===== src/logic/dcache_settings.svh =====
// Sizes for the data cache; DC_RAM_LATENCY must be at least 1 and the tag takes the address bits above the index
`ifndef DCACHE_SETTINGS_SVH
`define DCACHE_SETTINGS_SVH

// ============================================================
// Cache geometry
// ============================================================

// Index width, one 16-bit word per line
// 6 bits gives 64 lines, tag is the remaining 13 address bits
`define DC_INDEX_BITS 6

// ============================================================
// Backing RAM model
// ============================================================

// RAM depth in word address bits
// Only the low bits are decoded, so higher addresses alias
`define DC_RAM_ADDR_BITS 12

// Cycles from the RAM first seeing access to its ack
`define DC_RAM_LATENCY 3

`endif

===== src/logic/dcache_pkg.sv =====
// Shared types for the data cache path; addresses are word addresses, byte lanes come from bytesel
package dcache_pkg;

    // ============================================================
    // Plain vector types
    // ============================================================

    // Word address, bits 19:1 of the byte address
    typedef logic [18:0] addr_t;

    // One data word
    typedef logic [15:0] data_t;

    // Byte enables, bit 0 is the low byte
    typedef logic [1:0] bytesel_t;

    // ============================================================
    // Request bundle
    // ============================================================

    // Same layout on requester ports, arbiter to cache and cache to RAM
    typedef struct packed {
        addr_t    addr;
        data_t    wdata;
        logic     wr_en;
        bytesel_t bytesel;
    } mem_req_t;

    // Merge the enabled bytes of new_word over old_word
    function automatic data_t merge_bytes(input data_t old_word, input data_t new_word,
                                          input bytesel_t bytesel);
        data_t merged;
        merged = old_word;
        if (bytesel[0])
            merged[7:0] = new_word[7:0];
        if (bytesel[1])
            merged[15:8] = new_word[15:8];
        return merged;
    endfunction

endpackage


===== src/logic/dcache_port_arbiter.sv =====
// Fixed priority DMA > FPU > CPU, non-preemptive; requesters hold access and request until ack
`timescale 1ns/10ps

module dcache_port_arbiter (
    input  logic                clk,
    input  logic                reset,

    // Requester side
    input  dcache_pkg::mem_req_t cpu_req,
    input  dcache_pkg::mem_req_t dma_req,
    input  dcache_pkg::mem_req_t fpu_req,
    input  logic                cpu_access,
    input  logic                dma_access,
    input  logic                fpu_access,
    output logic                cpu_ack,
    output logic                dma_ack,
    output logic                fpu_ack,
    output dcache_pkg::data_t   cpu_rdata,
    output dcache_pkg::data_t   dma_rdata,
    output dcache_pkg::data_t   fpu_rdata,

    // Cache side
    output dcache_pkg::mem_req_t cache_req,
    output logic                cache_access,
    input  logic                cache_ack,
    input  dcache_pkg::data_t   cache_rdata
);
    import dcache_pkg::*;

    // ============================================================
    // Grant state machine
    // ============================================================

    typedef enum logic [1:0] {
        ARB_IDLE,
        ARB_SERVE_DMA,
        ARB_SERVE_FPU,
        ARB_SERVE_CPU
    } arb_state_t;

    arb_state_t state;
    arb_state_t next_state;

    // Serving flags, one cycle longer than the serve state
    logic serving_dma;
    logic serving_fpu;
    logic serving_cpu;

    // Access of whichever port the flags point at
    logic sel_access;

    always_comb begin
        next_state = state;
        case (state)
            ARB_IDLE: begin
                // No grant while a flag still lingers from the last one
                if (!serving_dma && !serving_fpu && !serving_cpu) begin
                    if (dma_access)
                        next_state = ARB_SERVE_DMA;
                    else if (fpu_access)
                        next_state = ARB_SERVE_FPU;
                    else if (cpu_access)
                        next_state = ARB_SERVE_CPU;
                end
            end
            ARB_SERVE_DMA,
            ARB_SERVE_FPU,
            ARB_SERVE_CPU: begin
                // Held until the cache finishes
                if (cache_ack)
                    next_state = ARB_IDLE;
            end
            default: next_state = ARB_IDLE;
        endcase
    end

    always_ff @(posedge clk or posedge reset) begin
        if (reset) begin
            state       <= ARB_IDLE;
            serving_dma <= 1'b0;
            serving_fpu <= 1'b0;
            serving_cpu <= 1'b0;
        end else begin
            state <= next_state;
            // Set on entry, cleared one cycle after leaving
            serving_dma <= (state == ARB_SERVE_DMA) || (next_state == ARB_SERVE_DMA);
            serving_fpu <= (state == ARB_SERVE_FPU) || (next_state == ARB_SERVE_FPU);
            serving_cpu <= (state == ARB_SERVE_CPU) || (next_state == ARB_SERVE_CPU);
        end
    end

    // ============================================================
    // Request routing toward the cache
    // ============================================================

    always_comb begin
        if (serving_dma) begin
            cache_req  = dma_req;
            sel_access = dma_access;
        end else if (serving_fpu) begin
            cache_req  = fpu_req;
            sel_access = fpu_access;
        end else if (serving_cpu) begin
            cache_req  = cpu_req;
            sel_access = cpu_access;
        end else begin
            cache_req  = '0;
            sel_access = 1'b0;
        end
    end

    // Dropped as soon as the serve state ends, the lingering flag only steers the mux
    assign cache_access = (state != ARB_IDLE) && sel_access;

    // ============================================================
    // Ack and read data back to the winner
    // ============================================================

    always_ff @(posedge clk or posedge reset) begin
        if (reset) begin
            dma_ack   <= 1'b0;
            fpu_ack   <= 1'b0;
            cpu_ack   <= 1'b0;
            dma_rdata <= '0;
            fpu_rdata <= '0;
            cpu_rdata <= '0;
        end else begin
            // One-cycle pulse, one cycle after cache_ack
            dma_ack <= serving_dma && cache_ack;
            fpu_ack <= serving_fpu && cache_ack;
            cpu_ack <= serving_cpu && cache_ack;
            // rdata holds until that port's next ack
            if (serving_dma && cache_ack)
                dma_rdata <= cache_rdata;
            if (serving_fpu && cache_ack)
                fpu_rdata <= cache_rdata;
            if (serving_cpu && cache_ack)
                cpu_rdata <= cache_rdata;
        end
    end

endmodule


===== config.mk =====
export PLATFORM = sky130hd
export DESIGN_NAME = dcache_port_arbiter
export DESIGN_NICKNAME = d
export VERILOG_FILES = /design/src/logic/dcache_settings.svh /design/src/logic/dcache_pkg.sv /design/src/logic/dcache_port_arbiter.sv
export SDC_FILE = /design/constraint.sdc
export NUM_CORES = 1
export LEC_CHECK = 0
export ABC_AREA = 1
export BUFFER_PORTS_ARGS = -buffer_cell sky130_fd_sc_hd__buf_2
export CAP_MARGIN = 20
export CORE_MARGIN = 3
export CORE_UTILIZATION = 36
export CTS_CLUSTER_DIAMETER = 120
export CTS_CLUSTER_SIZE = 24
export DETAILED_ROUTE_END_ITERATION = 8
export PLACE_DENSITY_LB_ADDON = 0.2
export SLEW_MARGIN = 20
export SYNTH_ARGS = -nofsm -noshare
export SYNTH_HDL_FRONTEND = slang
export SYNTH_SLANG_ARGS = --single-unit

===== constraint.sdc =====
create_clock -name clk -period 1.4 [get_ports clk]
set_clock_uncertainty 0.1 [all_clocks]
set_input_delay 0 -clock clk [delete_from_list [all_inputs] [get_ports clk]]
set_output_delay 0 -clock clk [all_outputs]
set_load 0.1 [all_outputs]

==> out/qor.yml <==
status:
  status: "finished with violations"
  failed_checks: "setup timing"
placement:
  gp_congestion: 0.767
  io_buffers: 225
  dp_hpwl_um: 8420
final_layout:
  syn_to_final_growth_pct: 97.0
  n_fill_cell: 566
  num_antenna_cells: 0
  num-nets-final: 737
  drive_gt1_frac: 0.538
route:
  first_iter_violations: 125
  routed_via_density: 4.99
  drc: 0
  post_drt_wl_per_cell_um: 16.7
  routed_wl_um: 11800
  final_antenna_net_count: 0
  vias: 3511
  first_pass_iters: 4
floorplanning:
  rows: 32
  die_x_um: 96.2
  io_pins: 226
  die-area_um2: 9250
  initial_core_util: 0.375
  die_h_um: 96.2
  core_area_um2: 7810
synth:
  ys.flop_type: "dfrtp_1"
  avgSynthCellArea_um2: 8.23
  ys_seq_area_frac: 0.478
  yosysTopAreaCell: "dfrtp_1"
  yosys-top-cells-area: "dfrtp_1, nand2_1, o21ai_0"
  syn-cell-area_um2: 2930
  synthCells: 356
  synth_fp_nets: 492
  async_reset_ff_frac: 1.00
  synthDominantCellAreaShare: 0.478
  synth_most_common_cell: "nand2_1"
  ys_ff_latch: 56
  netlist-cell-type-count: 20
  synth_edf_count: 0
  ys_warn_count: 0
  synth_common_cells: "nand2_1, o21ai_0, dfrtp_1"
cts:
  ctsLongestPathBuffers: 2
  path_clk_slew_ns: 0.10
  htreeDepth: 2
  clkSinkCount: 56
  clk-insertion-delay-late_ns: 0.30
  cts_buffers: 5
  tritoncts: "done"
  cts_root_buf: "clkbuf_8"
run:
  cap_violations: 0
global_routing:
  grtUsageTotal: 0.242
  grt_pass1_vias: 3519
  grt_max_degree: 57
  grt-ovfl-total: 0
  antenna_found_initial: 0
  grt_pass1_wl_um: 17600
setup_path:
  r2r-start: "serving_fpu$_DFF_PP0_"
  cp-end-kind: "output port"
  required_ns: 1.30
  critPathKind: "reg -> out"
  rr_worst_depth: 8
  crit_arrival_ns: 1.67
  r2r-end: "serving_dma$_DFF_PP0_"
  crit_path_end: "cache_req[12]"
  startpoint: "serving_fpu$_DFF_PP0_"
  cp_max_fo: 7
  start_kind: "flop"
  reg2reg_slack_ns: 0.02
timing:
  worst_slack_ns: -0.369
  final.min_clock_period_ns: 1.77
  grt_setup_unrepaired: "yes"
  worst_slew_pin_slew_ns: 0.506
  fin_tns_setup_ns: -12.46
  final_max_slew_viol_count: 0
  setup_viol: 39
  post-route-period-util: 1.26
  fmax_mhz: 565
  relSlewSlack: 0.665
  hold_viol: 0
worst_hold_path:
  hold_class: "in -> reg"
-- what timing repair did --
action / in CTS / in global routing
hold buffers: 19 / 0
pin swaps: 4 / 12
hold endpoints to repair: 106 / 0
buffers inserted: 3 / 1
resized for setup: 14 / 5
endpoints found under the setup margin: 40 / 42
cloned: 4 / 0
-- final cells by class --
| class | instances | area, um2 | area share |
|---|---|---|---|
| clock inverters | 2 | 13.8 | 0.00239 |
| inverters | 27 | 105 | 0.0182 |
| well taps | 102 | 128 | 0.0221 |
| multi-input cells | 246 | 1760 | 0.306 |
| repair buffers | 265 | 2270 | 0.394 |
| flip-flops and latches | 56 | 1410 | 0.244 |
| clock buffers | 6 | 82.6 | 0.0143 |
-- logic make-up after synthesis --
group,share of synthesized area
AO/OA/AOI/OAI,0.273
buffers and inverters,0.0906
flip-flops,0.478
AND/OR/NAND/NOR,0.158
-- per-layer routing --
layer	GRT usage	wire [um]
met5	0	0
met1	0.294	4440
met4	0.0557	179
met2	0.432	6160
met3	0.0555	994
-- stage by stage --
stage,area (um2),instances,utilization,setup slack [ns],hold WS (ns)
final,5770,704,0.739,-0.369,0.0491
after global routing,5770,704,0.739,-0.442,0.0752
after detailed placement,5260,669,0.674,-0.0484,0.0131
after floorplan,3390,356,-,-0.171,-0.0195
after global placement,5260,669,0.674,0.000581,-0.00816
after CTS,5750,703,0.736,-0.360,0.0354
-- registers in the layout (all words and copies together), names as in the netlist --
| name | count |
|---|---|
| state | 2 |
| dma_rdata | 16 |
| dma_ack | 1 |
| cpu_rdata | 16 |
| fpu_rdata | 16 |
| fpu_ack | 1 |
| cpu_ack | 1 |
| serving_cpu | 1 |
| serving_fpu | 1 |
| serving_dma | 1 |
-- worst min-delay path by stage --
stage	end	start	cells after the start	slack (ns)
floorplan	cpu_ack$_DFF_PP0_	reset	1	-0.02
finish	serving_fpu$_DFF_PP0_	cpu_access	6	0.05
global route	serving_fpu$_DFF_PP0_	cpu_access	6	0.08
CTS	serving_fpu$_DFF_PP0_	cpu_access	6	0.04
global placement	fpu_rdata[13]$_DFFE_PP0P_	reset	3	-0.008
detailed placement	fpu_rdata[13]$_DFFE_PP0P_	reset	3	0.01
-- critical path: stages (launching register included) --
cell and delay (ns):
dfrtp_2 0.48, nor2_8 0.18, buf_12 0.13, buf_16 0.13, a22oi_2 0.07, o21ai_4 0.18, buf_12 0.19
-- cell usage in the layout, fill, tap and decap left out --
master         count
nor2_8             1
clkbuf_8           6
nand2_1          105
buf_2            186
buf_16             5
dlygate4sd3_1     19
a21oi_4            1
dfrtp_4            1
clkinvlp_4         1
dfrtp_2            1
o21bai_2           1
a22oi_1           17
o21ai_0           49
dfrtp_1           54
buf_12            48
nor2_1             6
nand2_2            2
buf_4              7
a21oi_1            2
a22oi_2           21
inv_1             25
inv_2              1
nand3_1            1
nor2_2             1
inv_6              1
nor2_4             1
clkinv_2           1
o21ai_4           38
Power is not shown: default switching activity piles up to over one toggle a cycle in this logic, so the estimate is an artifact.
