--- config.mk ---
export PLATFORM = sky130hd
export DESIGN_NAME = dcache_frontend
export DESIGN_NICKNAME = d
export VERILOG_FILES = /design/src/logic/dcache_pkg.sv /design/src/logic/dcache_frontend.sv
export VERILOG_INCLUDE_DIRS = /design/src /design/src/logic
export SDC_FILE = /design/constraint.sdc
export NUM_CORES = 2
export LEC_CHECK = 0
export BUFFER_PORTS_ARGS = -buffer_cell sky130_fd_sc_hd__buf_4
export CAP_MARGIN = 20
export CORE_MARGIN = 2
export CORE_UTILIZATION = 65
export DETAILED_ROUTE_END_ITERATION = 7
export MAX_ROUTING_LAYER = met4
export PLACE_DENSITY_LB_ADDON = 0.08
export SYNTH_ARGS = -nofsm -noshare
export SYNTH_HDL_FRONTEND = slang
export SYNTH_SLANG_ARGS = --single-unit
--- constraint.sdc ---
create_clock -name clk -period 8.4 [get_ports clk]
set_input_delay 0.84 -clock clk [delete_from_list [all_inputs] [get_ports clk]]
set_output_delay 0.84 -clock clk [all_outputs]
set_load 0.03 [all_outputs]
--- src/logic/dcache_settings.svh ---
// Sizes for the data cache; DC_RAM_LATENCY must be at least 1 and the tag takes the address bits above the index
`ifndef DCACHE_SETTINGS_SVH
`define DCACHE_SETTINGS_SVH

// ============================================================
// Cache geometry
// ============================================================

// Index width, one 16-bit word per line
// 6 bits gives 64 lines, tag is the remaining 13 address bits
`define DC_INDEX_BITS 6

// ============================================================
// Backing RAM model
// ============================================================

// RAM depth in word address bits
// Only the low bits are decoded, so higher addresses alias
`define DC_RAM_ADDR_BITS 12

// Cycles from the RAM first seeing access to its ack
`define DC_RAM_LATENCY 3

`endif
--- src/logic/dcache_pkg.sv ---
// Shared types for the data cache path; addresses are word addresses, byte lanes come from bytesel
package dcache_pkg;

    // ============================================================
    // Plain vector types
    // ============================================================

    // Word address, bits 19:1 of the byte address
    typedef logic [18:0] addr_t;

    // One data word
    typedef logic [15:0] data_t;

    // Byte enables, bit 0 is the low byte
    typedef logic [1:0] bytesel_t;

    // ============================================================
    // Request bundle
    // ============================================================

    // Same layout on requester ports, arbiter to cache and cache to RAM
    typedef struct packed {
        addr_t    addr;
        data_t    wdata;
        logic     wr_en;
        bytesel_t bytesel;
    } mem_req_t;

    // Merge the enabled bytes of new_word over old_word
    function automatic data_t merge_bytes(input data_t old_word, input data_t new_word,
                                          input bytesel_t bytesel);
        data_t merged;
        merged = old_word;
        if (bytesel[0])
            merged[7:0] = new_word[7:0];
        if (bytesel[1])
            merged[15:8] = new_word[15:8];
        return merged;
    endfunction

endpackage

--- src/logic/dcache_frontend.sv ---
// Direct-mapped, one word per line, write-through with no allocate on write miss; one request at a time
`timescale 1ns/10ps

`include "dcache_settings.svh"

module dcache_frontend (
    input  logic                 clk,
    input  logic                 reset,

    // From the arbiter
    input  dcache_pkg::mem_req_t cache_req,
    input  logic                 cache_access,
    output logic                 cache_ack,
    output dcache_pkg::data_t    cache_rdata,

    // Toward the RAM
    output dcache_pkg::mem_req_t ram_req,
    output logic                 ram_access,
    input  logic                 ram_ack,
    input  dcache_pkg::data_t    ram_rdata
);
    import dcache_pkg::*;

    localparam int IDX_W = `DC_INDEX_BITS;
    localparam int TAG_W = $bits(addr_t) - IDX_W;
    localparam int LINES = 1 << IDX_W;

    // ============================================================
    // Line arrays
    // ============================================================

    logic [TAG_W-1:0] tag_arr [LINES];
    data_t            data_arr [LINES];
    logic [LINES-1:0] valid;

    // Address split of the incoming request
    logic [IDX_W-1:0] req_index;
    logic [TAG_W-1:0] req_tag;
    assign req_index = cache_req.addr[IDX_W-1:0];
    assign req_tag   = cache_req.addr[$bits(addr_t)-1:IDX_W];

    // Same split of the request sent to the RAM, used for the line update
    logic [IDX_W-1:0] fill_index;
    logic [TAG_W-1:0] fill_tag;
    assign fill_index = ram_req.addr[IDX_W-1:0];
    assign fill_tag   = ram_req.addr[$bits(addr_t)-1:IDX_W];

    // Registered line read, taken every cycle
    logic [TAG_W-1:0] tag_rd;
    data_t            data_rd;
    logic             valid_rd;

    logic hit;
    logic hit_q;
    assign hit = valid_rd && (tag_rd == req_tag);

    // ============================================================
    // Control state machine
    // ============================================================

    typedef enum logic [1:0] {
        FE_IDLE,
        FE_LOOKUP,
        FE_RAM_WAIT,
        FE_DONE
    } fe_state_t;

    fe_state_t state;

    // Line updates when the RAM answers
    logic fill_line;
    logic merge_line;
    assign fill_line  = (state == FE_RAM_WAIT) && ram_ack && !ram_req.wr_en;
    assign merge_line = (state == FE_RAM_WAIT) && ram_ack && ram_req.wr_en && hit_q;

    always_ff @(posedge clk or posedge reset) begin
        if (reset) begin
            state       <= FE_IDLE;
            cache_ack   <= 1'b0;
            cache_rdata <= '0;
            ram_access  <= 1'b0;
            hit_q       <= 1'b0;
            valid       <= '0;
        end else begin
            case (state)
                FE_IDLE: begin
                    // Array read is launched this cycle
                    if (cache_access)
                        state <= FE_LOOKUP;
                end
                FE_LOOKUP: begin
                    if (!cache_req.wr_en && hit) begin
                        // Read hit answers straight from the line
                        cache_ack   <= 1'b1;
                        cache_rdata <= data_rd;
                        state       <= FE_DONE;
                    end else begin
                        // Miss or any write goes to the RAM
                        ram_access <= 1'b1;
                        hit_q      <= hit;
                        state      <= FE_RAM_WAIT;
                    end
                end
                FE_RAM_WAIT: begin
                    if (ram_ack) begin
                        ram_access  <= 1'b0;
                        cache_ack   <= 1'b1;
                        // Write data here is don't-care for the requester
                        cache_rdata <= ram_rdata;
                        state       <= FE_DONE;
                        if (fill_line)
                            valid[fill_index] <= 1'b1;
                    end
                end
                FE_DONE: begin
                    // Access ignored for this one cycle
                    cache_ack <= 1'b0;
                    state     <= FE_IDLE;
                end
                default: state <= FE_IDLE;
            endcase
        end
    end

    // ============================================================
    // Array read, request capture and line writes
    // ============================================================

    always_ff @(posedge clk) begin
        tag_rd   <= tag_arr[req_index];
        data_rd  <= data_arr[req_index];
        valid_rd <= valid[req_index];

        // Request copy toward the RAM, stable for the whole RAM access
        if (state == FE_LOOKUP)
            ram_req <= cache_req;

        if (fill_line) begin
            tag_arr[fill_index]  <= fill_tag;
            data_arr[fill_index] <= ram_rdata;
        end

        // Write hit keeps the cached copy in step with the RAM
        if (merge_line)
            data_arr[fill_index] <= merge_bytes(data_rd, ram_req.wdata, ram_req.bytesel);
    end

endmodule

==> metrics.csv <==
stage,metric,value,unit
outcome,run_status,"complete, no violations",
clocking,numCtsBuffers,189,
setup_path,timing.critical_path.fanout_max,32,
clocking,cts_buffer_depth,3,
routing,route.vias.total,39851,
setup_path,r2r-end,data_arr[63][4]$_DFFE_PP_,
yosys,synth-seq-area-share,76.1,%
floorplan,io_pins,114,
sta,total_setup_violations_reported_at_the_end_of_the_flow,0,
yosys,count_of_different_cell_masters_after_synthesis,44,
yosys,synthesis.instances,3821,
setup_path,timing.critical_path.arrival,4.93,ns
floorplan,die_x,351,um
sta,report.final.hold_viol_count,0,
place,dp.final_hpwl,114000,um
floorplan,start_util,65.5,%
global_routing,grt.overflow.total,0,
finish,final_net_count,4151,
sta,timing_max_transition_violations_final,0,
sta,setup_tns,0,ns
setup_path,reg2reg_from,state[0]$_DFFE_PP0P_,
routing,detailedRoute.firstPassIterationCount,5,
job,cap_viol_max_count,0,
sta,post-route-worst-setup-slack,3.89,ns
clocking,cts_resized,0,
finish,mostFrequentLayoutCell,edfxtp_1,
min_path,hp-class,primary input to flip-flop,
sta,grt_setup_unrepaired,no,
floorplan,design.core.area,0.120,mm2
finish,flow.area_growth_from_synthesis,11.8,%
min_path,min_path_cells,1,
clocking,clock_sink_count,2009,
floorplan,fp-row-count,127,
floorplan,chipHeight,351,um
global_routing,grt_first_pass_wirelength,278000,um
floorplan,dieArea,0.123,mm2
routing,avgViaCountPerCell,6.79,
yosys,mappedNetlistNets,3884,
routing,antenna_violation_net_count_after_detailed_routing,0,
routing,drc_marker_count_from_the_first_detailed_route_iteration,6246,
global_routing,via_count_of_the_first_global_routing_pass,39174,
yosys,ys_ff_latch,2009,
finish,mostFrequentLayoutCells,"edfxtp_1 (1894), mux4_2 (392), buf_4 (289), mux2_2 (230), clkbuf_16 (196)",
yosys,netlist_area,0.0783,mm2
sta,final.setup_skew,0.0310,ns
routing,detail_routed_net_length_per_standard_cell,32.9,um
sta,max_slew.worst_pin.slew,1.22,ns
sta,finalWorstPathRequiredPeriod,4.51,ns
clocking,tritoncts,done,
place,place.port_buffers,113,
min_path,whs_endpoint,ram_req[5]$_DFFE_PN_,
yosys,synth_enable_flop_cells,1894,
sta,fin_crit_sh,53.7,%
pwr,power_per_cell_area,254,mW/mm2
clocking,clk_pin_slew_worst_paths,0.06,ns
setup_path,worst_setup_path_start_kind,flip-flop,
setup_path,timing.setup.critical_path_class,flip-flop to flip-flop,
pwr,vdd_drop_max,285,uV
sta,timing.hold.ws,0.211,ns
global_routing,antenna_found_initial,8,
setup_path,worst-r2r-cell-count,7,
setup_path,setup.reg_to_reg.worst_slack,3.89,ns
pwr,leakagePower,28.6,nW
clocking,clock_tree.root_cell,clkbuf_16,
global_routing,grt_use_total,33.0,%
sta,achievable-frequency,0.222,GHz
min_path,launch_instance_of_the_worst_min_delay_path,cache_req[5],
finish,final_design_area_no_fill,0.0876,mm2
routing,route.detailed.drc,0,
place,gpl.final_weighted_congestion,0.884,
setup_path,worst_ep_required_time,8.82,ns
clocking,post_cts_setup_driven_buffer_insertion_count,0,
clocking,clock_latency,0.82,ns
place,post_dp_cell_area,0.0817,mm2
yosys,syn_area_per_cell,20.5,um2
global_routing,grt_start_max_net_pins,149,
sta,rel_slew_slack,18.8,%
yosys,synthArstFlopShare,4.23,%
routing,drt_wl_total,193000,um
finish,share_of_layout_cells_above_drive_strength_1,29.9,%
clocking,clock_tree.htree_level_count,4,
place,dp_worst_setup_slack,3.60,ns
setup_path,endpoint_kind,flip-flop,
finish,final_core_util,73.2,%
yosys,synth-main-ff-cell,edfxtp_1,
yosys,yosysWarnings,0,
## cell type report
cell class | instances | area (um2)
fillers | 6862 | 32100
well taps | 1612 | 2020
flip-flops and latches | 2009 | 59600
clock inverters | 85 | 543
repair buffers | 303 | 2400
diodes | 7 | 17.5
inverters | 5 | 21.3
clock buffers | 266 | 5250
multi-input cells | 1580 | 17700
## stage by stage
step,cells,power [mW]
4_1_cts,5857,22.3
2_1_floorplan,3821,13.4
6_report,5867,22.3
3_5_place_dp,5505,14.4
3_3_place_gp,5501,14.3
5_1_grt,5865,22.9
## cell usage after synthesis (11+ instances only)
library cell	count	share of area, %
edfxtp_1	1894	73
mux4_2	392	11
mux2_2	230	3.3
nor2_1	134	0.64
mux2i_1	129	1.6
o22ai_1	96	0.77
dfrtp_1	85	2.7
buf_2	78	0.50
o21ai_0	78	0.50
clkbuf_1	76	0.36
nor2b_1	75	0.60
a21oi_1	73	0.47
nor3_1	68	0.43
or2_2	65	0.52
buf_4	60	0.58
nand2_1	37	0.18
a221oi_1	30	0.34
dfxtp_1	30	0.77
a211oi_1	22	0.21
nand3_1	21	0.13
a221o_1	16	0.20
o211ai_1	16	0.15
o21a_1	16	0.15
or4_1	16	0.15
nor3b_1	14	0.13
xnor2_1	13	0.15
buf_1	11	0.053
## worst max-delay path, stage by stage, from the launching register on
cell and delay (ns):
dfrtp_1 0.43, inv_1 0.17, ha_1 0.19, buf_4 0.44, nand2_1 0.34, nor3b_1 0.46
nand3_1 0.88, nor2_2 1.20
## cell families (layout without fill, tap and decap cells)
kind of cell               count (synthesis)  after routing  share of synthesized area (%)
adders and majority gates                  5              5                         0.0799
other                                      0              7                              0
DFF                                     2009           2009                           76.1
xor gates and xnor gates                  13             13                          0.145
buffers and inverters                    232            659                           1.54
muxes                                    751            751                           16.2
AOI/OAI and AO/OA                        351            351                           2.84
and+or+nand+nor                          460            460                           3.08
## what timing repair did
| item | CTS | global route |
|---|---|---|
| hold endpoints to repair | 1 | 0 |
| endpoints found under the setup margin | 0 | 0 |
| hold buffers | 1 | 0 |
## layer usage
layer / GRT usage (%) / up-vias / wire length, um
met1: 49.4 / 20899 / 76800
met3: 8.11 / 272 / 23600
met2: 46.7 / 2425 / 88700
li1: - / 16255 / -
met5: - / - / 0
met4: 8.15 / 0 / 4170
## how the worst max path moves through the flow
stage	startpoint	endpoint	slack, ns	cells after the start
final	state[0]$_DFFE_PP0P_	data_arr[63][4]$_DFFE_PP_	3.89	7
after global routing	state[0]$_DFFE_PP0P_	data_arr[7][10]$_DFFE_PP_	3.65	8
after CTS	state[0]$_DFFE_PP0P_	data_arr[63][1]$_DFFE_PP_	3.96	7
after detailed placement	cache_req[19]	data_rd[4]$_DFF_P_	3.60	7
after global placement	cache_req[19]	data_rd[4]$_DFF_P_	3.61	7
after floorplan	ram_ack	data_arr[0][11]$_DFFE_PP_	3.93	3
## report_power, final
part           leakage [nW]  switching (mW)  total (mW)  internal [mW]
logic                  7.31            1.65        2.39          0.739
clock network          2.83            3.54        8.04           4.49
registers              18.4           0.229        11.8           11.6
total                  28.6            5.42        22.3           16.8
## registers in the layout (all words and copies together), names as in the netlist
signal	cells
cache_rdata	16
data_rd	16
data_arr	1024
valid_rd	1
valid	64
tag_rd	13
tag_arr	832
cache_ack	1
hit_q	1
ram_req	38
state	2
ram_access	1
No activity file was read; power rests on OpenSTA's default activity.
